[src/common/soc_settings.svh]
/*
 * soc data side settings
 * bus widths, data memory depth, address map and gpio layout
 */
`ifndef SOC_SETTINGS_SVH
`define SOC_SETTINGS_SVH

//////////////////////////////////////////
// data bus
//////////////////////////////////////////

// byte address width
`define SOC_DAW 15
// data width and number of byte enables
`define SOC_DDW 32
`define SOC_DBW 4

// data memory word address, 4096 words in the lower half
`define SOC_MEM_AW 12

//////////////////////////////////////////
// address map
//////////////////////////////////////////

// set for the peripheral half
`define SOC_PER_BIT 14
// inside the peripheral window, set for the unmapped error region
`define SOC_GPIO_BIT 6

// gpio width and register byte offsets
`define SOC_GW 32
`define SOC_GPIO_OFS_OUT 'h0
`define SOC_GPIO_OFS_OE 'h4
`define SOC_GPIO_OFS_IN 'h8

`endif

[src/common/soc_pkg.sv]
/*
 * soc package
 * enums for bus targets and gpio registers
 */
package soc_pkg;

  // block answering a request
  typedef enum logic [1:0] {
    // data memory, lower half
    TGT_MEM  = 2'd0,
    // gpio controller, lower part of the peripheral window
    TGT_GPIO = 2'd1,
    // unmapped region, error response
    TGT_NONE = 2'd2
  } soc_target_e;

  // gpio register picked by the request offset
  typedef enum logic [1:0] {
    // output value
    REG_OUT  = 2'd0,
    // output enable
    REG_OE   = 2'd1,
    // synchronized pin input, read only
    REG_IN   = 2'd2,
    // any other offset
    REG_NONE = 2'd3
  } gpio_reg_e;

endpackage : soc_pkg

[src/gpio/gpio_ctrl.sv]
/*
 * gpio controller
 * output and enable registers, synchronized pin input, registered reads
 */
`timescale 1ns/1ps
`include "soc_settings.svh"

module gpio_ctrl import soc_pkg::*; (
  input  logic                     clk,
  input  logic                     rst_n,
  // strobe from the decoder
  input  logic                     gpio_req,
  input  logic                     bus_wen,
  // byte offset inside the gpio region
  input  logic [`SOC_GPIO_BIT-1:0] reg_ofs,
  input  logic [`SOC_DBW-1:0]      bus_ben,
  input  logic [`SOC_DDW-1:0]      bus_wdt,
  // read data, one cycle after gpio_req
  output logic [`SOC_DDW-1:0]      gpio_rdt,
  // pins
  output logic [`SOC_GW-1:0]       gpio_drive,
  output logic [`SOC_GW-1:0]       gpio_oe,
  input  logic [`SOC_GW-1:0]       gpio_pin
);

  // word offset, byte bits dropped
  logic [`SOC_GPIO_BIT-3:0] ofs_word;
  gpio_reg_e                reg_sel;
  // per register write strobes
  logic                     out_we;
  logic                     oe_we;
  // two flop synchronizer
  logic [`SOC_GW-1:0]       pin_meta;
  logic [`SOC_GW-1:0]       pin_sync;

  //////////////////////////////////////////
  // register decode
  //////////////////////////////////////////

  assign ofs_word = reg_ofs[`SOC_GPIO_BIT-1:2];

  always_comb begin
    if (ofs_word == (`SOC_GPIO_BIT-2)'(`SOC_GPIO_OFS_OUT / 4)) begin
      reg_sel = REG_OUT;
    end else if (ofs_word == (`SOC_GPIO_BIT-2)'(`SOC_GPIO_OFS_OE / 4)) begin
      reg_sel = REG_OE;
    end else if (ofs_word == (`SOC_GPIO_BIT-2)'(`SOC_GPIO_OFS_IN / 4)) begin
      reg_sel = REG_IN;
    end else begin
      reg_sel = REG_NONE;
    end
  end

  // writes to REG_IN and REG_NONE fall through
  assign out_we = gpio_req && bus_wen && (reg_sel == REG_OUT);
  assign oe_we  = gpio_req && bus_wen && (reg_sel == REG_OE);

  //////////////////////////////////////////
  // output and enable registers
  //////////////////////////////////////////

  always_ff @(posedge clk) begin
    if (!rst_n) begin
      gpio_drive <= '0;
      gpio_oe    <= '0;
    end else begin
      // byte by byte update
      for (int i = 0; i < `SOC_DBW; i++) begin
        if (out_we && bus_ben[i]) begin
          gpio_drive[8*i +: 8] <= bus_wdt[8*i +: 8];
        end
        if (oe_we && bus_ben[i]) begin
          gpio_oe[8*i +: 8] <= bus_wdt[8*i +: 8];
        end
      end
    end
  end

  // pin input, visible after two edges
  always_ff @(posedge clk) begin
    pin_meta <= gpio_pin;
    pin_sync <= pin_meta;
  end

  // read data register, zero after writes
  always_ff @(posedge clk) begin
    if (gpio_req) begin
      if (bus_wen) begin
        gpio_rdt <= '0;
      end else begin
        case (reg_sel)
          REG_OUT: gpio_rdt <= gpio_drive;
          REG_OE:  gpio_rdt <= gpio_oe;
          REG_IN:  gpio_rdt <= pin_sync;
          default: gpio_rdt <= '0;
        endcase
      end
    end
  end

endmodule : gpio_ctrl

[config.mk]
export PLATFORM = sky130hd
export DESIGN_NAME = gpio_ctrl
export DESIGN_NICKNAME = d
export VERILOG_FILES = /design/src/common/soc_pkg.sv /design/src/gpio/gpio_ctrl.sv
export VERILOG_INCLUDE_DIRS = /design/src /design/src/common
export SDC_FILE = /design/constraint.sdc
export NUM_CORES = 1
export LEC_CHECK = 0
export BUFFER_PORTS_ARGS = -buffer_cell sky130_fd_sc_hd__buf_2
export CAP_MARGIN = 20
export CORE_ASPECT_RATIO = 0.5
export CORE_MARGIN = 2
export CORE_UTILIZATION = 52
export CTS_BUF_LIST = sky130_fd_sc_hd__clkbuf_8
export DETAILED_ROUTE_END_ITERATION = 7
export PLACE_DENSITY = 0.77
export SETUP_SLACK_MARGIN = 0.15
export SLEW_MARGIN = 20
export SYNTH_ARGS = -nofsm -noshare
export SYNTH_HDL_FRONTEND = slang
export SYNTH_SLANG_ARGS = --single-unit
[constraint.sdc]
create_clock -name clk -period 1.8 [get_ports clk]
set_input_delay 0.18 -clock clk [delete_from_list [all_inputs] [get_ports clk]]
set_output_delay 0.18 -clock clk [all_outputs]
set_load 0.03 [all_outputs]
# After elaboration in Yosys (flattened, before gate mapping)
# Index checks and enable logic that the tools add are counted.
totals:
  register_bits: 160
  latchBits: 0
  mem_bits_rw: 0
  rom_bits: 0
  inputBits: 78
  output_inout_bits: 96
  wordCells: 32
  mem_count: 0
classes:
  n_addsub: 0
  mul: 0
  n_div: 0
  n_lt_le_gt_ge: 0
  eq_ne: 4
  shifts: 0
  n_mux: 4
  bitwise: 0
  reduce_logical: 13
ops:
  columns: ["op", "n"]
  rows:
  - ["one-hot mux 32 bit (3 select lines)", 1]
  - ["logical AND 1 bit", 11]
  - ["== test 4 x 1 -> 1 bit (second input constant)", 1]
  - ["== test 4 x 2 -> 1 bit (second input constant)", 1]
  - ["logical NOT 4 bit", 1]
  - ["two-way mux 2 bit", 2]
  - ["== test 2 x 1 -> 1 bit (second input constant)", 1]
  - ["== test 2 bit (second input constant)", 1]
  - ["logical NOT 2 bit", 1]
  - ["two-way mux 1 bit", 1]

# Depth between registers and ports, before layout
# Gate-level depths: netlist (run 1).
depth:
  depth_word: 7
  ltp_mapped: 6
  mapped_depth_nobuf: 3

# Least setup slack after synthesis (run 1)
# Ideal clock, no wire load.
synth_timing:
  path_kind: "input to register"
  startpoint: "input port reg_ofs[2]"
  endpoint: "register gpio_rdt[17], data pin"
  setup_ns: 0.266
  t_arrival_ns: 1.067
  slack_ns: 0.467
  stages: 6
  path_cell_list: "buf_6 -> nor2b_4 -> clkbuf_8 -> buf_6 -> a222oi_1 -> nor2_1"
synth_via:
  elab_chain_cells: 6
  word_cells_on_any_way: 10
  cone_classes: "eq/ne: 4; mux: 4; reduce/logical: 2"
synth_rtl:
  columns: ["element", "line_no", "source"]
  rows:
  - ["from (decl)", "gpio_ctrl.sv:15", "input logic [`SOC_GPIO_BIT-1:0] reg_ofs,"]
  - ["== test 4 x 2 -> 1 bit", "gpio_ctrl.sv:47", "end else if (ofs_word == (`SOC_GPIO_BIT-2)'(`SOC_GPIO_OFS_IN / 4)) begin"]
  - ["two-way mux 1 bit", "gpio_ctrl.sv:47", null]
  - ["two-way mux 2 bit", "gpio_ctrl.sv:45", "end else if (ofs_word == (`SOC_GPIO_BIT-2)'(`SOC_GPIO_OFS_OE / 4)) begin"]
  - ["two-way mux 2 bit *", "gpio_ctrl.sv:43", "if (ofs_word == (`SOC_GPIO_BIT-2)'(`SOC_GPIO_OFS_OUT / 4)) begin"]
  - ["== test 2 bit (tied with other cells)", "gpio_ctrl.sv:91", "case (reg_sel)"]
  - ["one-hot mux 32 bit (3 select lines) *", "gpio_ctrl.sv:91", null]
  - ["to (signal assigned)", "gpio_ctrl.sv:92", "REG_OUT: gpio_rdt <= gpio_drive;"]
  - ["to (signal assigned)", "gpio_ctrl.sv:93", "REG_OE: gpio_rdt <= gpio_oe;"]
  - ["to (signal assigned)", "gpio_ctrl.sv:94", "REG_IN: gpio_rdt <= pin_sync;"]
  - ["to (decl)", "gpio_ctrl.sv:19", "output logic [`SOC_DDW-1:0] gpio_rdt,"]
# Every way passes the cells marked *; elsewhere a longest branch is shown, timed or not.
# A chain may end at the register's enable or synchronous reset.

# Worst setup path in the final report (run 1)
layout_timing:
  startpoint: "input port reg_ofs[2]"
  endpoint: "register gpio_rdt[0], data pin"
# Same word-level chain as after synthesis.

==> results of run 1 <==
-- per-layer routing --
metal  up-vias  track usage [%]  share of wire [%]
li1       2018                -                  -
met2       155             41.2                 48
met1      2012             30.5                 42
met5         -                0                  0
met4         0             8.57                2.0
met3        21             7.54                7.2
-- what timing repair did --
| item | 4_1_cts | 5_1_grt |
|---|---|---|
| hold buffers | 55 | 1 |
| endpoints found under the hold margin | 69 | 1 |
| endpoints found under the setup margin | 0 | 0 |
-- worst reg2reg max path: cells and delay by family (launching register included) --
kind,cells,cell delay [ns]
flip-flops,1,0.34
AND/OR/NAND/NOR,1,0.06
AO/OA/AOI/OAI,1,0.16
multiplexers,1,0.27
-- cell usage after synthesis, types with 5 or more instances --
| cell type | instances |
|---|---|
| clkbuf_1 | 12 |
| and3_1 | 6 |
| mux2_2 | 13 |
| buf_6 | 10 |
| mux2i_1 | 64 |
| nor2_1 | 33 |
| buf_2 | 5 |
| a222oi_1 | 19 |
| a22oi_1 | 13 |
| edfxtp_1 | 32 |
| nand2_1 | 96 |
| dfxtp_1 | 128 |
-- sequential cells by signal, indices dropped and copies added (netlist names) --
name and flops:
pin_meta 32, gpio_drive 32, pin_sync 32, gpio_rdt 32, gpio_oe 32
-- layout make-up --
| cell class | instances | area (um2) | area share [%] |
|---|---|---|---|
| Tap cell | 140 | 175 | 2.36 |
| Multi-Input combinational cell | 253 | 1720 | 23.2 |
| Sequential cell | 160 | 3520 | 47.4 |
| Clock inverter | 13 | 161 | 2.17 |
| Clock buffer | 19 | 262 | 3.52 |
| Timing Repair Buffer | 243 | 1590 | 21.4 |
-- placed cells by master (no fill, tap or decap), drive strengths merged, types with 2 or more instances in the layout --
cell and instances:
a222oi 19, a22oi 13, and3 7, buf 187, bufinv 3, clkbuf 19
clkinv 5, clkinvlp 3, dfxtp 128, dlygate4sd3 56, edfxtp 32, inv 2
mux2 13, mux2i 64, nand2 96, nor2 33, nor2b 2
-- power groups by stage --
stage / clock (W) / sequential [W] / combinational [W]
3_5_place_dp: 0 / 0.00387 / 0.000402
3_3_place_gp: 0 / 0.00387 / 0.000393
4_1_cts: 0.00280 / 0.00379 / 0.000496
5_1_grt: 0.00297 / 0.00380 / 0.000537
6_report: 0.00276 / 0.00379 / 0.000503
2_1_floorplan: 0 / 0.00394 / 0.000138
-- path summary, 6_finish.rpt --
path	from	end	slack (ns)	depth (start not counted)
setup / recovery	reg_ofs[2]	gpio_rdt[0]$_SDFFCE_PP0P_	0.39	5
hold / removal	bus_wdt[14]	gpio_oe[14]$_SDFFE_PN0P_	0.02	3
setup reg to reg	gpio_oe[14]$_SDFFE_PN0P_	gpio_rdt[14]$_SDFFCE_PP0P_	0.72	3
hold reg to reg	pin_meta[13]$_DFF_P_	pin_sync[13]$_DFF_P_	0.33	0
-- logic make-up (layout without fill, tap and decap cells) --
| family | after synthesis | in the layout | share of synthesized area (%) |
|---|---|---|---|
| buffers and inverters | 30 | 275 | 3.84 |
| AO/OA/AOI/OAI | 33 | 33 | 5.49 |
| flip-flops | 160 | 160 | 64.7 |
| multiplexers | 77 | 77 | 14.4 |
| AND/OR/NAND/NOR | 143 | 143 | 11.6 |
-- metrics by stage --
step / setup TNS, ns / power (W) / setup WS, ns
final: 0 / 0.00705 / 0.391
after global routing: 0 / 0.00731 / 0.274
after CTS: 0 / 0.00709 / 0.273
after detailed placement: -3.34 / 0.00428 / -0.216
after global placement: -0.0690 / 0.00426 / -0.0146
after floorplan: 0 / 0.00408 / 0.467
==> key figures, run 1 <==
Pwr
  – Sw frac: 23.0%
  – NetSw: 0.00162 W
  – P_int: 0.00543 W
  – Static Leak: 3.22 nW
  – Clock power frac: 39.1%
  – Power Dens Cells: 949 nW/um2
  – Worst vdd ir: 0.000461 V
  – Logic pwr share: 7.1%
  – Sequential share of power: 53.8%

Synth
  – Synthesis warning total: 0
  – Mapped Cells: 443
  – Sequential area share after synthesis: 64.7%
  – Post-synth cell types: 24
  – Largest area contributor in the netlist: dfxtp_1
  – Top FF cell, synth: dfxtp_1
  – Share of the synthesized area in the top cell type: 47.0%
  – Async SR Flop Fraction: 0%
  – Synthesized area per cell: 12.3 um2
  – Mapped Area: 5450 um2
  – Number of synthesized flops with an enable pin: 32
  – Synth Register Bits: 160
  – Syn_nets: 521
  – Area contributors post-synth: dfxtp_1 (47%), edfxtp_1 (18%), mux2i_1 (12%)

Flow run
  – Max-cap check violation count: 0

Clocking
  – Post_cts resized: 0
  – Skew-Pair Late Insertion Delay: 0.44 ns
  – CTS tree: built
  – Sink Count: 160
  – Bufs on Longest Clock Path: 2
  – H-tree level count: 4
  – Setup bufs post-CTS: 0
  – Clock Pin Slew Worst Setup and Hold Paths: 0.08 ns
  – CTS root buf: clkbuf_8
  – CTS buffer count: 17

STA
  – Max frequency: 710 MHz
  – RSZ-0062 raised after global routing: no
  – Slew Limit Fails: 0
  – Fin Hold WS: 0.0175 ns
  – Hold Fails Final Rpt: 0
  – Setup Skew: 0.00997 ns
  – Worst-Margin Slew: 1.04 ns
  – Final Cycle Share: 78.3%
  – Final setup violating endpoints: 0
  – Worst slew margin: 30.1%
  – Final min period: 1.41 ns

Drt
  – Drt drc: 0
  – Vias: 4,206
  – Routed Antenna Nets: 0
  – 1st-iter DRT viols: 219
  – WL final: 13.7 mm
  – Avg Vias per Cell: 5.08
  – DR pass1 iterations: 8
  – Routed wire per std cell: 16.6 um

Floorplan
  – Die Y: 76.4 um
  – Number of core rows: 26
  – Ports: 174
  – Starting Density: 53.3%
  – Die area: 11,400 um2
  – Placeable Area: 10,200 um2
  – Die Wd: 149 um

Worst setup path
  – Slowest-stage cell, CP: nor2b_2
  – CP Launch Type: input pin
  – Critical path class: input pin to flop
  – CP bufs+invs: 2
  – CP cell instances: buf_2, buf_4, nor2b_2, a222oi_1, nor2_1
  – CP required: 2.09 ns
  – CP peak stage delay: 0.81 ns
  – CP top delay family: simple AND/OR/NAND/NOR gates
  – Setup crit end kind: flop
  – Critical Path Fanout Max: 19
  – Worst EP arrival: 1.70 ns

Global route
  – Grt ovf: 0
  – Initial antenna violation count: 0
  – Vias in the first global route: 4,109
  – Largest net degree at the start of global routing: 97
  – First-pass GRT wire length: 21.1 mm
  – Gr usage total: 24.6%

Layout
  – FILL cells: 736
  – Number of diodes: 0
  – P&R area growth vs syn: 36.4%
  – Layout cell share with drive strength beyond 1: 34.7%
  – Layout Cells excl Fill: 828
  – Nets: 753
  – Design area: 7430 um2
  – Final Util: 72.7%

Placed design
  – Dpl hpwl: 8.76 mm
  – Port Buf Inserts: 171
  – Dpl cell area: 6440 um2
  – Placed insts: 739
  – Placer Congestion: 0.774

Min path
  – Worst min path class: input pin to flop

Status
  – Status: completed
Power figures use the tool's default switching activity.
==> run 2, diff against run 1 <==
clock period = 1.31 ns   (was 1.8 ns; I/O delays follow)
==> run 2 against run 1 <==
Compared with the run above: critical path depth fell by 4; clock skew rose by 0.0017 ns; utilization rose by 6.2 points; worst hold slack improved by 0.11 ns.
==> key figures, run 2 (synthesis results as in run 1) <==
Global route
  – Largest net degree at the start of global routing: 97
  – Initial antenna violation count: 0
  – First-pass GRT wire length: 22.6 mm
  – Gr usage total: 25.9%
  – Vias in the first global route: 4,422
  – Grt ovf: 0

Drt
  – Routed Antenna Nets: 0
  – Vias: 4,408
  – 1st-iter DRT viols: 307
  – WL final: 14.8 mm
  – DR pass1 iterations: 8
  – Routed wire per std cell: 17.4 um
  – Avg Vias per Cell: 5.20
  – Drt drc: 0

Floorplan
  – Placeable Area: 10,200 um2
  – Number of core rows: 26
  – Ports: 174
  – Die Wd: 149 um
  – Die Y: 76.4 um
  – Die area: 11,400 um2
  – Starting Density: 53.3%

Layout
  – Design area: 8070 um2
  – Most frequent cells in the layout: nand2_1 (96), dfxtp_1 (82), buf_2 (80)
  – FILL cells: 605
  – Nets: 772
  – FF/Latch Area: 3580 um2
  – Layout Cells excl Fill: 847
  – P&R area growth vs syn: 48.0%
  – Number of diodes: 0
  – Area of the multi-input gates: 1730 um2
  – Commonest non-fill, non-tap cell in the layout: nand2_1
  – Layout cell share with drive strength beyond 1: 41.9%

Clocking
  – CTS buffer count: 17
  – Bufs on Longest Clock Path: 2
  – CTS tree: built
  – Sink Count: 160
  – Clock Pin Slew Worst Setup and Hold Paths: 0.09 ns
  – H-tree level count: 4
  – Skew-Pair Late Insertion Delay: 0.44 ns
  – CTS root buf: clkbuf_8

Placed design
  – Placer Congestion: 0.745
  – Dpl hpwl: 8.92 mm
  – Port Buf Inserts: 171
  – Placed insts: 751
  – Dpl cell area: 6630 um2
  – Post-place setup slack: -0.293 ns

Pwr
  – Power Dens Cells: 1190 nW/um2
  – Worst vdd ir: 0.000624 V
  – Static Leak: 3.40 nW

STA
  – Fin worst setup slack: 0.143 ns
  – Final setup violating endpoints: 0
  – Worst-Margin Slew: 0.598 ns
  – Final Cycle Share: 89.1%
  – Fin Hold WS: 0.123 ns
  – Final min period: 1.17 ns
  – Slew Limit Fails: 0
  – Max frequency: 857 MHz
  – Setup Skew: 0.0116 ns
  – Worst slew margin: 60.1%
  – RSZ-0062 raised after global routing: yes
  – Hold Fails Final Rpt: 0
  – TNS Setup: 0 ns

Min path
  – Worst min path class: input pin to flop

Worst setup path
  – CP top delay family: flip-flops
  – Slowest-stage cell, CP: edfxtp_1
  – CP bufs+invs: 1
  – Setup crit end kind: output port
  – CP cell instances: buf_6
  – CP Launch Type: flop
  – Worst EP arrival: 1.04 ns
  – CP required: 1.18 ns
  – Critical Path Fanout Max: 1
  – Critical path class: flop to output port
  – CP peak stage delay: 0.43 ns

Flow run
  – Max-cap check violation count: 0

Status
  – Status: completed
-- run 2: final timing paths --
kind | startpoint | to | slack [ns] | depth (start not counted)
setup reg to reg | gpio_oe[11]$_SDFFE_PN0P_ | gpio_rdt[11]$_SDFFCE_PP0P_ | 0.19 | 3
hold / removal | bus_ben[3] | gpio_drive[31]$_SDFFE_PN0P_ | 0.12 | 4
hold reg to reg | pin_meta[14]$_DFF_P_ | pin_sync[14]$_DFF_P_ | 0.33 | 0
setup / recovery | gpio_rdt[26]$_SDFFCE_PP0P_ | gpio_rdt[26] | 0.14 | 1
-- run 2: report_power, final --
part           switching, W  total (W)  internal (W)  leakage, nW
Sequential        0.0000584    0.00522       0.00517         1.40
Combinational      0.000399   0.000793      0.000394         1.79
Clock               0.00178    0.00358       0.00180        0.206
-- run 2: per-stage QoR --
stage          util (%)  power, W
3_3_place_gp       64.9   0.00589
5_1_grt            79.0   0.00994
3_5_place_dp       64.9   0.00591
4_1_cts            77.0   0.00957
2_1_floorplan         -   0.00561
6_report           79.0   0.00959
-- run 2: timing repair --
action / CTS / global route
setup endpoints to repair: 64 / 102
pin swaps: 0 / 0
resized for setup: 76 / 118
setup buffers: 0 / 0
hold endpoints to repair: 96 / 0
gates cloned: 0 / 0
hold buffers: 64 / 0
-- run 2: layout make-up --
cell class / instances / share of cell area, %
sequential: 160 / 44.4
multi-input combinational: 253 / 21.4
clock inverter: 9 / 0.977
tap: 140 / 2.17
timing repair buffer: 262 / 27.1
clock buffer: 23 / 3.92
-- run 2: routing by layer --
metal	GRT usage, %	part of all wire (%)	vias up	wire, um
met3	7.31	6.1	27	896
met4	8.57	2.0	0	295
met1	32.5	42	2143	6150
li1	-	-	2059	-
met5	0	0	-	0
met2	43.4	50	179	7440
