--- src/common/soc_settings.svh ---
/*
 * soc data side settings
 * bus widths, data memory depth, address map and gpio layout
 */
`ifndef SOC_SETTINGS_SVH
`define SOC_SETTINGS_SVH

//////////////////////////////////////////
// data bus
//////////////////////////////////////////

// byte address width
`define SOC_DAW 15
// data width and number of byte enables
`define SOC_DDW 32
`define SOC_DBW 4

// data memory word address, 4096 words in the lower half
`define SOC_MEM_AW 12

//////////////////////////////////////////
// address map
//////////////////////////////////////////

// set for the peripheral half
`define SOC_PER_BIT 14
// inside the peripheral window, set for the unmapped error region
`define SOC_GPIO_BIT 6

// gpio width and register byte offsets
`define SOC_GW 32
`define SOC_GPIO_OFS_OUT 'h0
`define SOC_GPIO_OFS_OE 'h4
`define SOC_GPIO_OFS_IN 'h8

`endif

--- src/common/soc_pkg.sv ---
/*
 * soc package
 * enums for bus targets and gpio registers
 */
package soc_pkg;

  // block answering a request
  typedef enum logic [1:0] {
    // data memory, lower half
    TGT_MEM  = 2'd0,
    // gpio controller, lower part of the peripheral window
    TGT_GPIO = 2'd1,
    // unmapped region, error response
    TGT_NONE = 2'd2
  } soc_target_e;

  // gpio register picked by the request offset
  typedef enum logic [1:0] {
    // output value
    REG_OUT  = 2'd0,
    // output enable
    REG_OE   = 2'd1,
    // synchronized pin input, read only
    REG_IN   = 2'd2,
    // any other offset
    REG_NONE = 2'd3
  } gpio_reg_e;

endpackage : soc_pkg

--- src/hdl/rsp_mux.sv ---
/*
 * response mux
 * registers target and valid, then selects read data and error flag
 */
`timescale 1ns/1ps
`include "soc_settings.svh"

module rsp_mux import soc_pkg::*; (
  input  logic                clk,
  input  logic                rst_n,
  // request side, same edge as the targets
  input  logic                bus_vld,
  input  logic                bus_wen,
  input  soc_target_e         target,
  // target read data, already registered
  input  logic [`SOC_DDW-1:0] mem_rdt,
  input  logic [`SOC_DDW-1:0] gpio_rdt,
  // response to the master
  output logic                bus_rsp_vld,
  output logic [`SOC_DDW-1:0] bus_rdt,
  output logic                bus_err
);

  // response pending in this cycle
  logic        vld_q;
  // request kind and target of that response
  logic        wen_q;
  soc_target_e tgt_q;

  always_ff @(posedge clk) begin
    if (!rst_n) begin
      vld_q <= 1'b0;
    end else begin
      vld_q <= bus_vld;
    end
  end

  always_ff @(posedge clk) begin
    wen_q <= bus_wen;
    tgt_q <= target;
  end

  //////////////////////////////////////////
  // response
  //////////////////////////////////////////

  assign bus_rsp_vld = vld_q;
  assign bus_err     = vld_q && (tgt_q == TGT_NONE);

  // writes never carry data, error writes included
  always_comb begin
    bus_rdt = '0;
    if (vld_q && !wen_q) begin
      case (tgt_q)
        TGT_MEM:  bus_rdt = mem_rdt;
        TGT_GPIO: bus_rdt = gpio_rdt;
        default:  bus_rdt = '0;
      endcase
    end
  end

endmodule : rsp_mux

--- config.mk ---
export PLATFORM = sky130hd
export DESIGN_NAME = rsp_mux
export DESIGN_NICKNAME = d
export VERILOG_FILES = /design/src/common/soc_pkg.sv /design/src/hdl/rsp_mux.sv
export VERILOG_INCLUDE_DIRS = /design/src /design/src/common
export SDC_FILE = /design/constraint.sdc
export NUM_CORES = 1
export LEC_CHECK = 0
export BUFFER_PORTS_ARGS = -buffer_cell sky130_fd_sc_hd__buf_2
export CORE_MARGIN = 2
export CORE_UTILIZATION = 27
export DETAILED_ROUTE_END_ITERATION = 16
export PLACE_DENSITY = 0.8
export SLEW_MARGIN = 15
export SYNTH_ARGS = -nofsm -noshare
export SYNTH_HDL_FRONTEND = slang
export SYNTH_SLANG_ARGS = --single-unit
--- constraint.sdc ---
create_clock -name clk -period 1.4 [get_ports clk]
set_input_delay 0.07 -clock clk [delete_from_list [all_inputs] [get_ports clk]]
set_output_delay 0.07 -clock clk [all_outputs]
set_load 0.01 [all_outputs]
# After elaboration in Yosys (flattened, before gate mapping)
# Index checks and enable logic that the tools add are counted.
totals:
  ff_bits: 4
  latchBits: 0
  ram_bits: 0
  mem_bits_ro: 0
  input_bits: 70
  output_inout_bits: 34
  elab_cells: 11
  memories: 0
op_classes:
  addsub: 0
  n_mul: 0
  div: 0
  n_lt_le_gt_ge: 0
  eq_ne: 2
  n_shift: 0
  mux: 2
  bitwise_logic: 0
  n_reduce_logical: 4
op_table:
  columns: ["operator", "count"]
  rows:
  - ["$pmux 32 s2", 1]
  - ["$mux 32", 1]
  - ["$eq 2x1->1 const B", 1]
  - ["$eq 2x2->1 const B", 1]
  - ["$logic_and 1x1->1", 2]
  - ["$logic_not 2->1", 1]
  - ["$logic_not 1->1", 1]

# Logic depth before layout (Yosys ltp)
# Gate-level depths: netlist (run 1).
depth:
  depth_word: 3
  mapped_depth: 4

# Least setup slack after synthesis (run 1)
# OpenSTA, ideal clock, no wires.
synth_timing:
  kind: "register -> output"
  start: "reg vld_q (netlist: bus_rsp_vld)"
  end: "out bus_rdt[10]"
  t_arrival_ns: 1.173
  required_ns: 1.330
  setup_slack_ns: 0.157
  stages_incl_launch_ff: 5
  n_path_buf: 2
  cell_sequence: "dfxtp_1 or3b_1 clkbuf_2 buf_6 nor2_1"
synth_via:
  elab_chain_cells: 2
synth_rtl:
  columns: ["element", "line", "rtl"]
  rows:
  - ["start: declaration", "rsp_mux.sv:25", "logic vld_q;"]
  - ["start signal: assignment", "rsp_mux.sv:34", "vld_q <= bus_vld;"]
  - ["$logic_and 1x1->1", "rsp_mux.sv:53", "if (vld_q && !wen_q) begin"]
  - ["$mux 32", "rsp_mux.sv:53", null]
  - ["end: declaration", "rsp_mux.sv:20", "output logic [`SOC_DDW-1:0] bus_rdt,"]
# No other way between the ends.

# Final worst setup path (run 1)
layout_timing:
  start: "reg wen_q"
  end: "out bus_rdt[19]"
layout_via:
  elab_chain_cells: 3
layout_rtl:
  columns: ["element", "line", "rtl"]
  rows:
  - ["start: declaration", "rsp_mux.sv:27", "logic wen_q;"]
  - ["start signal: assignment", "rsp_mux.sv:39", "wen_q <= bus_wen;"]
  - ["$logic_not 1->1", "rsp_mux.sv:53", null]
  - ["$logic_and 1x1->1", "rsp_mux.sv:53", null]
  - ["$mux 32", "rsp_mux.sv:53", null]
# No other way between the ends.

==> results of run 1 <==
==> worst min-delay path by stage <==
stage | end | slack (ns) | cells after the start
5_1_grt | bus_rsp_vld | 0.05 | 2
2_1_floorplan | tgt_q[0] | 0.1 | 0
4_1_cts | bus_rsp_vld | 0.04 | 2
6_report | bus_rsp_vld | 0.06 | 2
3_5_place_dp | tgt_q[0] | 0.17 | 1
3_3_place_gp | tgt_q[0] | 0.17 | 1
==> registers in the layout (all words and copies together), names as in the netlist <==
signal / cells
bus_rsp_vld: 1
tgt_q: 2
wen_q: 1
==> worst max-delay path: cells and delay by family, from the launching register on <==
kind	cells	cell delay, ns
and+or+nand+nor	2	0.54
buffers and inverters	2	0.31
DFF	1	0.29
==> logic make-up after synthesis <==
| logic type | Yosys count |
|---|---|
| flops | 4 |
| simple gates | 35 |
| mux | 32 |
| buf+inv | 8 |
==> metal layers <==
layer / vias to the layer above / GRT usage (%) / part of all wire (%)
met1: 430 / 15.2 / 34
met4: 0 / 6.58 / 0
li1: 483 / - / -
met3: 0 / 5.85 / 13
met5: - / 0 / 0
met2: 57 / 32.1 / 53
==> power groups by stage <==
stage | clock network, mW | registers (mW) | logic [mW]
final | 0.138 | 0.125 | 0.271
after global routing | 0.157 | 0.126 | 0.293
after CTS | 0.146 | 0.125 | 0.251
after detailed placement | 0 | 0.126 | 0.230
after global placement | 0 | 0.126 | 0.226
after floorplan | 0 | 0.125 | 0.111
==> repair_timing <==
item | in CTS | in global routing
setup endpoints to repair | 32 | 32
pin swaps | 0 | 5
resized for setup | 16 | 18
buffers inserted | 1 | 0
hold buffers | 3 | 0
gates cloned | 2 | 0
endpoints found under the hold margin | 3 | 0
==> layout make-up <==
type                            instances  area, sq um
Timing Repair Buffer                  113          652
Clock buffer                            3         22.5
Tap cell                               28         35.0
Multi-Input combinational cell         67          538
Sequential cell                         4         82.6
Fill cell                             202          840
==> cell usage in the layout, fill, tap and decap left out, drive strengths merged <==
master,count
dfxtp,4
or3b,1
buf,110
and3b,1
dlygate4sd3,3
nor2,32
and2,1
mux2i,32
clkbuf,3
==> run summary, run 1 <==
status - complete, but fails checks
failing checks - setup timing
critical path, cell by cell - or3b_4, buf_6, nor2_2, buf_2
clock power share - 25.8%
Synth area leaders - mux2i_1 53%, nor2_1 19%, dfxtp_1 13%
critical path launch point type - flip-flop
Layout area overhead - 119%
Crit Path Category - reg -> out
cell area after synthesis - 607 sq um
P_sw - 159 uW
CORE AREA - 2170 sq um
crit path capture type - primary output
total gr overflow - 0
Total GRT Usage - 16.5%
setup_tns - -0.333 ns
Arrival @ worst endpoint - 1.37 ns
clock root cell - clkbuf_4
clock transition at the registers of the reported paths - 0.04 ns
nets@finish - 259
initial DRC count - 2
DRT antenna net count - 0
sequential fraction of design power - 23.4%
Tot Pwr - 533 uW
CTS H-tree depth - 1
PwrDens - 401 nW/um^2
Tightest Pin Transition - 0.276 ns
largest family of logic cells by synthesized area - multiplexers
combinational power share - 50.8%
count leader, synth - mux2i_1
synth warn - 0
Antenna diodes - 0
vias in the first global route - 879
Critical Path Source - wen_q
CTS Buffer Depth - 2
first-pass GRT wire length - 3.33 mm
DP HPWL - 1.70 mm
drt pass-1 iters - 2
Seq cells post-synth - 4
Critical Path Fanout Max - 5
mux contribution to synthesized area - 52.8%
Rel. slew slack - 81.1%
worst endpoint required time - 1.33 ns
switching share of power - 29.8%
Vias/cell - 4.51
CP peak stage delay - 0.43 ns
syn avg cell area - 7.68 sq um
finished layout cell area - 1330 sq um
boundary pin count - 104
fin cells - 215
CTS Sinks - 4
Die Y - 51.4 microns
Via Count - 970
slack of the critical path - -0.0384 ns
Yosys cell types - 10
die area - 2640 sq um
min cycle time layout - 1.44 ns
Post-Synth XOR/XNOR Area - 0%
fin. max-slew vios - 0
min-delay src - bus_vld
Die X - 51.4 microns
largest net degree at the start of global routing - 18
top post-synthesis cells by count - 32 x mux2i_1, 31 x nor2_1, 4 x buf_2, 4 x dfxtp_1, 3 x buf_6
Rows - 17
Final Hold Viols - 0
Compound-Gate Fraction of Synth Area - 0%
synthesized-area fraction occupied by adder cells - 0%
fin crit share - 103%
top cell type's share of synthesized area - 52.8%
Total Wirelength - 2.46 mm
Post-Place Cells - 206
starting density of the core - 28.0%
Final Core Density - 61.3%
cell count after synthesis - 79
HP Class - in -> reg
layout cells sized above 1 - 71.7%
Synth area leader - mux2i_1
Port Buf Inserts - 103
fmax - 695 MHz
register area share after synthesis - 13.2%
WL per Instance - 11.4 microns
CTS tree - yes
syn nets - 149
Primary FF master, synth - dfxtp_1
end point of the critical path - bus_rdt[19]
hold_ws - 0.0594 ns
FFs w/ async S/R, synth - 0%
Max Cap Violations - 0
simple-gate share of the synthesized area - 24.3%
DP Area - 1140 sq um
maximum VDD drop - 447 uV
gp weighted congestion - 0.663
Internal - 374 uW
RSZ-0062 raised after global routing - yes
initial antenna violation count - 0
clock buffer count from CTS - 3
number of remaining DRC errors - 0
Critical-path top delay cell - or3b_4
leak pwr - 0.815 nW
Post-Place Worst Slack - 0.164 ns
final setup fails - 28
EDFF count, synth - 0
No activity file was read; power rests on OpenSTA's default activity.
==> inputs of run 2 (changes only) <==
--- a/config.mk
+++ b/config.mk
@@ -11,6 +11,7 @@
 export CORE_UTILIZATION = 27
 export DETAILED_ROUTE_END_ITERATION = 16
 export PLACE_DENSITY = 0.8
+export SETUP_SLACK_MARGIN = 0.4
 export SLEW_MARGIN = 15
 export SYNTH_ARGS = -nofsm -noshare
 export SYNTH_HDL_FRONTEND = slang
==> run 2 against run 1 <==
  * The run still ends with setup timing left
  * Critical path type unchanged
  * Sequential cell count stayed put
  * Via count up 1.5%
  * Global-route usage is 5.6 points higher
  * Worst setup slack lost 0.050 ns
  * Clock power is 4% higher
  * Combinational power up 36%
==> run summary, run 2 (synthesis gave the netlist of run 1 again) <==
most common cell after layout, fill and taps aside - buf_2
fin. max-slew vios - 0 (unchanged)
Via Count - 985 (+1.5%)
RSZ-0062 raised after global routing - yes
Hold Crit Endpoint - bus_rsp_vld
Crit Path Category - reg -> out
first-pass GRT wire length - 4.37 mm (+31%)
critical path launch point type - flip-flop
Total Wirelength - 3.19 mm (+30%)
total gr overflow - 0 (unchanged)
final setup fails - 32 (+14%)
status - complete, but fails checks
worst endpoint required time - 1.33 ns (about the same)
vias in the first global route - 1,043 (+19%)
nets@finish - 261 (+0.77%)
gp weighted congestion - 0.660 (-0.51%)
CTS H-tree depth - 1 (unchanged)
die area - 2640 sq um (unchanged)
number of flip-flops under the largest register name - 2 (unchanged)
Hold Path Stages - 2 (unchanged)
Vias/cell - 4.54 (+0.61%)
Final Hold Viols - 0 (unchanged)
largest net degree at the start of global routing - 18 (unchanged)
Rows - 17 (unchanged)
layout cells sized above 1 - 79.9% (+8.2 points)
Max Cap Violations - 0 (unchanged)
initial antenna violation count - 0 (unchanged)
Tot Pwr - 638 uW (+20%)
area of the multi-input gates - 708 sq um (+32%)
Port Buf Inserts - 103 (unchanged)
clock buffer count from CTS - 3 (unchanged)
failing checks - setup timing
Rel. slew slack - 77.4% (-3.7 points)
CTS Sinks - 4 (unchanged)
DRT antenna net count - 0 (unchanged)
clock transition at the registers of the reported paths - 0.04 ns (about the same)
CORE AREA - 2170 sq um (unchanged)
min-delay src - bus_vld
Reg with most FFs - tgt_q
Die X - 51.4 microns (unchanged)
setup_tns - -2.40 ns (-2.07 ns)
min cycle time layout - 1.49 ns (+0.0502 ns)
sequential cell area - 85.1 sq um (+3.0%)
boundary pin count - 104 (unchanged)
clock root cell - clkbuf_4
starting density of the core - 28.0% (unchanged)
Antenna diodes - 0 (unchanged)
number of remaining DRC errors - 0 (unchanged)
WL per Instance - 14.7 microns (+28%)
PwrDens - 351 nW/um^2 (-12%)
fin crit share - 106% (+3.6 points)
HP Class - in -> reg
Total GRT Usage - 22.1% (+5.6 points)
Fill cells - 131 (-35%)
Critical Path Fanout Max - 5 (unchanged)
initial DRC count - 1 (-1)
maximum VDD drop - 446 uV (-0.24%)
leak pwr - 0.921 nW (+13%)
Layout area overhead - 199%
slack of the critical path - -0.0886 ns (-0.0502 ns)
most frequent cells in the layout - 70 x buf_2, 33 x buf_6, 32 x mux2i_1, 32 x nor2_4, 4 x buf_12
drt pass-1 iters - 3 (+1)
Tightest Pin Transition - 0.330 ns (+0.0537 ns)
crit path capture type - primary output
Arrival @ worst endpoint - 1.42 ns (+0.05 ns)
DP HPWL - 2.06 mm (+21%)
Die Y - 51.4 microns (unchanged)
CTS Buffer Depth - 2 (unchanged)
CTS tree - yes
fmax - 672 MHz (-3.4%)
## run 2: layer usage
metal | track usage (%) | up-vias | part of all wire, %
met5 | 0 | - | 0
met4 | 9.65 | 0 | 0.69
met3 | 4.09 | 4 | 7.3
met2 | 44.2 | 52 | 59
met1 | 21.3 | 441 | 33
li1 | - | 488 | -
## run 2: timing repair
action | CTS | global route
buffers inserted | 1 | 0
setup endpoints to repair | 33 | 33
hold endpoints to repair | 3 | 0
cloned | 3 | 2
hold buffers | 3 | 0
pin swaps | 0 | 2
gates resized for setup | 35 | 6
## run 2: worst max-delay path by stage
| stage | endpoint | depth (start not counted) | startpoint |
|---|---|---|---|
| 2_1_floorplan | bus_rdt[10] | 4 | bus_rsp_vld |
| 3_3_place_gp | bus_rdt[31] | 4 | bus_rsp_vld |
| 3_5_place_dp | bus_rdt[31] | 4 | bus_rsp_vld |
| 4_1_cts | bus_rdt[31] | 4 | bus_rsp_vld |
| 5_1_grt | bus_rdt[13] | 4 | bus_rsp_vld |
| 6_report | bus_rdt[18] | 4 | bus_rsp_vld |
## run 2: critical path, cell delays in order (launching register included)
cell and delay [ns]:
dfxtp_2 0.32, or3b_4 0.47, clkbuf_16 0.21, nor2_4 0.09
buf_6 0.10
## run 2: power breakdown
part | internal (mW) | switching [mW] | leakage (nW)
sequential | 0.120 | 0.00628 | 0.0343
combinational | 0.205 | 0.163 | 0.873
clock | 0.0959 | 0.0475 | 0.0138
total | 0.421 | 0.217 | 0.921
## run 2: metrics by stage
| step | hold slack (ns) | area (sq um) | utilization (%) | instances | worst slack, ns |
|---|---|---|---|---|---|
| 2_1_floorplan | 0.0977 | 868 | - | 79 | 0.226 |
| 3_3_place_gp | 0.174 | 1390 | 63.9 | 205 | 0.185 |
| 3_5_place_dp | 0.174 | 1390 | 63.9 | 205 | 0.166 |
| 4_1_cts | 0.0388 | 1740 | 80.1 | 215 | -0.0802 |
| 5_1_grt | 0.0433 | 1820 | 83.7 | 217 | -0.140 |
| 6_report | 0.0452 | 1820 | 83.7 | 217 | -0.0886 |
## run 2: area by class of cell
class	instances	area share, %
clock buffers	3	1.24
multi-input cells	67	39.0
flip-flops and latches	4	4.69
well taps	28	1.93
repair buffers	115	53.1
==> inputs of run 3 (changes only) <==
--- a/config.mk
+++ b/config.mk
@@ -7,10 +7,12 @@
 export NUM_CORES = 1
 export LEC_CHECK = 0
 export BUFFER_PORTS_ARGS = -buffer_cell sky130_fd_sc_hd__buf_2
+export CELL_PAD_IN_SITES_DETAIL_PLACEMENT = 0
+export CELL_PAD_IN_SITES_GLOBAL_PLACEMENT = 1
 export CORE_MARGIN = 2
-export CORE_UTILIZATION = 27
+export CORE_UTILIZATION = 15
 export DETAILED_ROUTE_END_ITERATION = 16
-export PLACE_DENSITY = 0.8
+export PLACE_DENSITY_LB_ADDON = 0.1
 export SETUP_SLACK_MARGIN = 0.4
 export SLEW_MARGIN = 15
 export SYNTH_ARGS = -nofsm -noshare
==> run 3 against run 2 <==
  * Sequential cell count unchanged
  * Die area is 73% higher
  * Via count is 2.6% lower
  * Sequential share of layout area is 0.19 points higher
  * The flow still finishes with violations (setup timing)
  * Critical path depth did not move
  * Core utilization shrank 39 points
  * Routed wire length decreased by 19%
==> run summary, run 3 (synthesis gave the netlist of run 1 again) <==
Layout area overhead - 187%
min cycle time layout - 1.45 ns (-0.0403 ns)
Reg with most FFs - tgt_q
combinational power share - 47.9% (-9.7 points)
maximum VDD drop - 584 uV (+31%)
Tot Pwr - 702 uW (+10%)
total gr overflow - 0 (unchanged)
largest net degree at the start of global routing - 19 (+1)
hold_ws - 0.0565 ns (+0.0113 ns)
most frequent cells in the layout - 72 x buf_2, 32 x mux2i_1, 31 x buf_6
Crit Path Category - reg -> out
DRT antenna net count - 0 (unchanged)
critical path launch point type - flip-flop
fin. max-slew vios - 0 (unchanged)
Max Cap Violations - 0 (unchanged)
Die Y - 67.6 microns (+32%)
drt pass-1 iters - 3 (unchanged)
fmax - 690 MHz (+2.8%)
most common cell after layout, fill and taps aside - buf_2
boundary pin count - 104 (unchanged)
Arrival @ worst endpoint - 1.38 ns (-0.04 ns)
sequential fraction of design power - 18.1% (-1.8 points)
clock buffer count from CTS - 3 (unchanged)
CTS Sinks - 4 (unchanged)
clock power share - 34.0% (+12 points)
DP HPWL - 2.01 mm (-2.2%)
Total Wirelength - 2.59 mm (-19%)
fin crit share - 103% (-2.9 points)
HP Class - in -> reg
number of remaining DRC errors - 0 (unchanged)
Tightest Pin Transition - 0.288 ns (-0.0417 ns)
Internal - 492 uW (+17%)
fin cells - 237 (+9.2%)
CTS tree - yes
Vias/cell - 4.05 (-11%)
Via Count - 959 (-2.6%)
starting density of the core - 15.4% (-13 points)
Post-Place Cells - 228 (+11%)
RSZ-0062 raised after global routing - yes
Rows - 23 (+6)
Antenna diodes - 0 (unchanged)
first-pass GRT wire length - 3.85 mm (-12%)
die area - 4570 sq um (+73%)
nets@finish - 259 (-0.77%)
initial DRC count - 7 (+6)
PwrDens - 403 nW/um^2 (+15%)
crit path capture type - primary output
CTS H-tree depth - 1 (unchanged)
Rel. slew slack - 80.2% (+2.9 points)
WL per Instance - 10.9 microns (-26%)
layout cells sized above 1 - 78.6% (-1.3 points)
CORE AREA - 3940 sq um (+82%)
vias in the first global route - 951 (-8.8%)
slack of the critical path - -0.0483 ns (+0.0403 ns)
Die X - 67.6 microns (+32%)
Port Buf Inserts - 103 (unchanged)
clock transition at the registers of the reported paths - 0.03 ns (about the same)
failing checks - setup timing
switching share of power - 30.0% (-4.0 points)
P_sw - 210 uW (-2.9%)
final setup fails - 20 (-38%)
worst endpoint required time - 1.33 ns (about the same)
Final Hold Viols - 0 (unchanged)
gp weighted congestion - 0.634 (-3.9%)
clock root cell - clkbuf_8
Total GRT Usage - 10.9% (-11 points)
Critical Path Fanout Max - 14 (+9)
leak pwr - 0.881 nW (-4.3%)
CTS Buffer Depth - 2 (unchanged)
initial antenna violation count - 0 (unchanged)
number of flip-flops under the largest register name - 2 (unchanged)
status - complete, but fails checks
## run 3: changes by cell type in the layout (fill, tap and decap cells not counted), sizes merged
cell    delta
clkbuf     -2
## run 3: routing by layer
metal / routed length [microns] / vias up / global-route usage, %
li1: - / 479 / -
met1: 875 / 421 / 10.8
met2: 1400 / 59 / 21.6
met3: 311 / 0 / 4.00
met4: 0 / 0 / 1.53
met5: 0 / - / 0
## run 3: worst paths after layout
path | end | cells past startpoint | startpoint | slack (ns)
max | bus_rdt[31] | 4 | bus_rsp_vld | -0.05
min | bus_rsp_vld | 2 | bus_vld | 0.06
## run 3: final cells by class
| cell class | count | area (sq um) |
|---|---|---|
| timing repair buffer | 113 | 862 |
| fill | 387 | 2200 |
| sequential | 4 | 85.1 |
| multi-input combinational | 67 | 693 |
| tap | 50 | 62.6 |
| clock buffer | 3 | 41.3 |
## run 3: per-stage QoR
stage	worst slack (ns)	setup TNS, ns	utilization, %	instance area (sq um)
2_1_floorplan	0.226	0	-	868
6_report	-0.0483	-0.584	44.2	1740
5_1_grt	-0.0871	-1.91	44.2	1740
3_3_place_gp	0.196	0	36.1	1420
4_1_cts	-0.0546	-0.701	44.2	1740
3_5_place_dp	0.177	0	36.1	1420
## run 3: power by group through the flow
stage	combinational [mW]	sequential [mW]	clock, mW
5_1_grt	0.365	0.128	0.265
3_3_place_gp	0.289	0.127	0
6_report	0.336	0.127	0.239
4_1_cts	0.339	0.127	0.245
3_5_place_dp	0.294	0.127	0
2_1_floorplan	0.173	0.125	0
## run 3: critical path, stage by stage (launching register included)
cell and delay, ns:
dfxtp_2 0.32, or3b_4 0.41, buf_12 0.19, nor2_1 0.11, buf_2 0.13
## run 3: timing repair
| item | 4_1_cts | 5_1_grt |
|---|---|---|
| gates cloned | 1 | 0 |
| gates resized for setup | 36 | 0 |
| setup buffers | 2 | 0 |
| hold buffers | 3 | 0 |
| hold endpoints to repair | 3 | 0 |
| endpoints found under the setup margin | 33 | 33 |
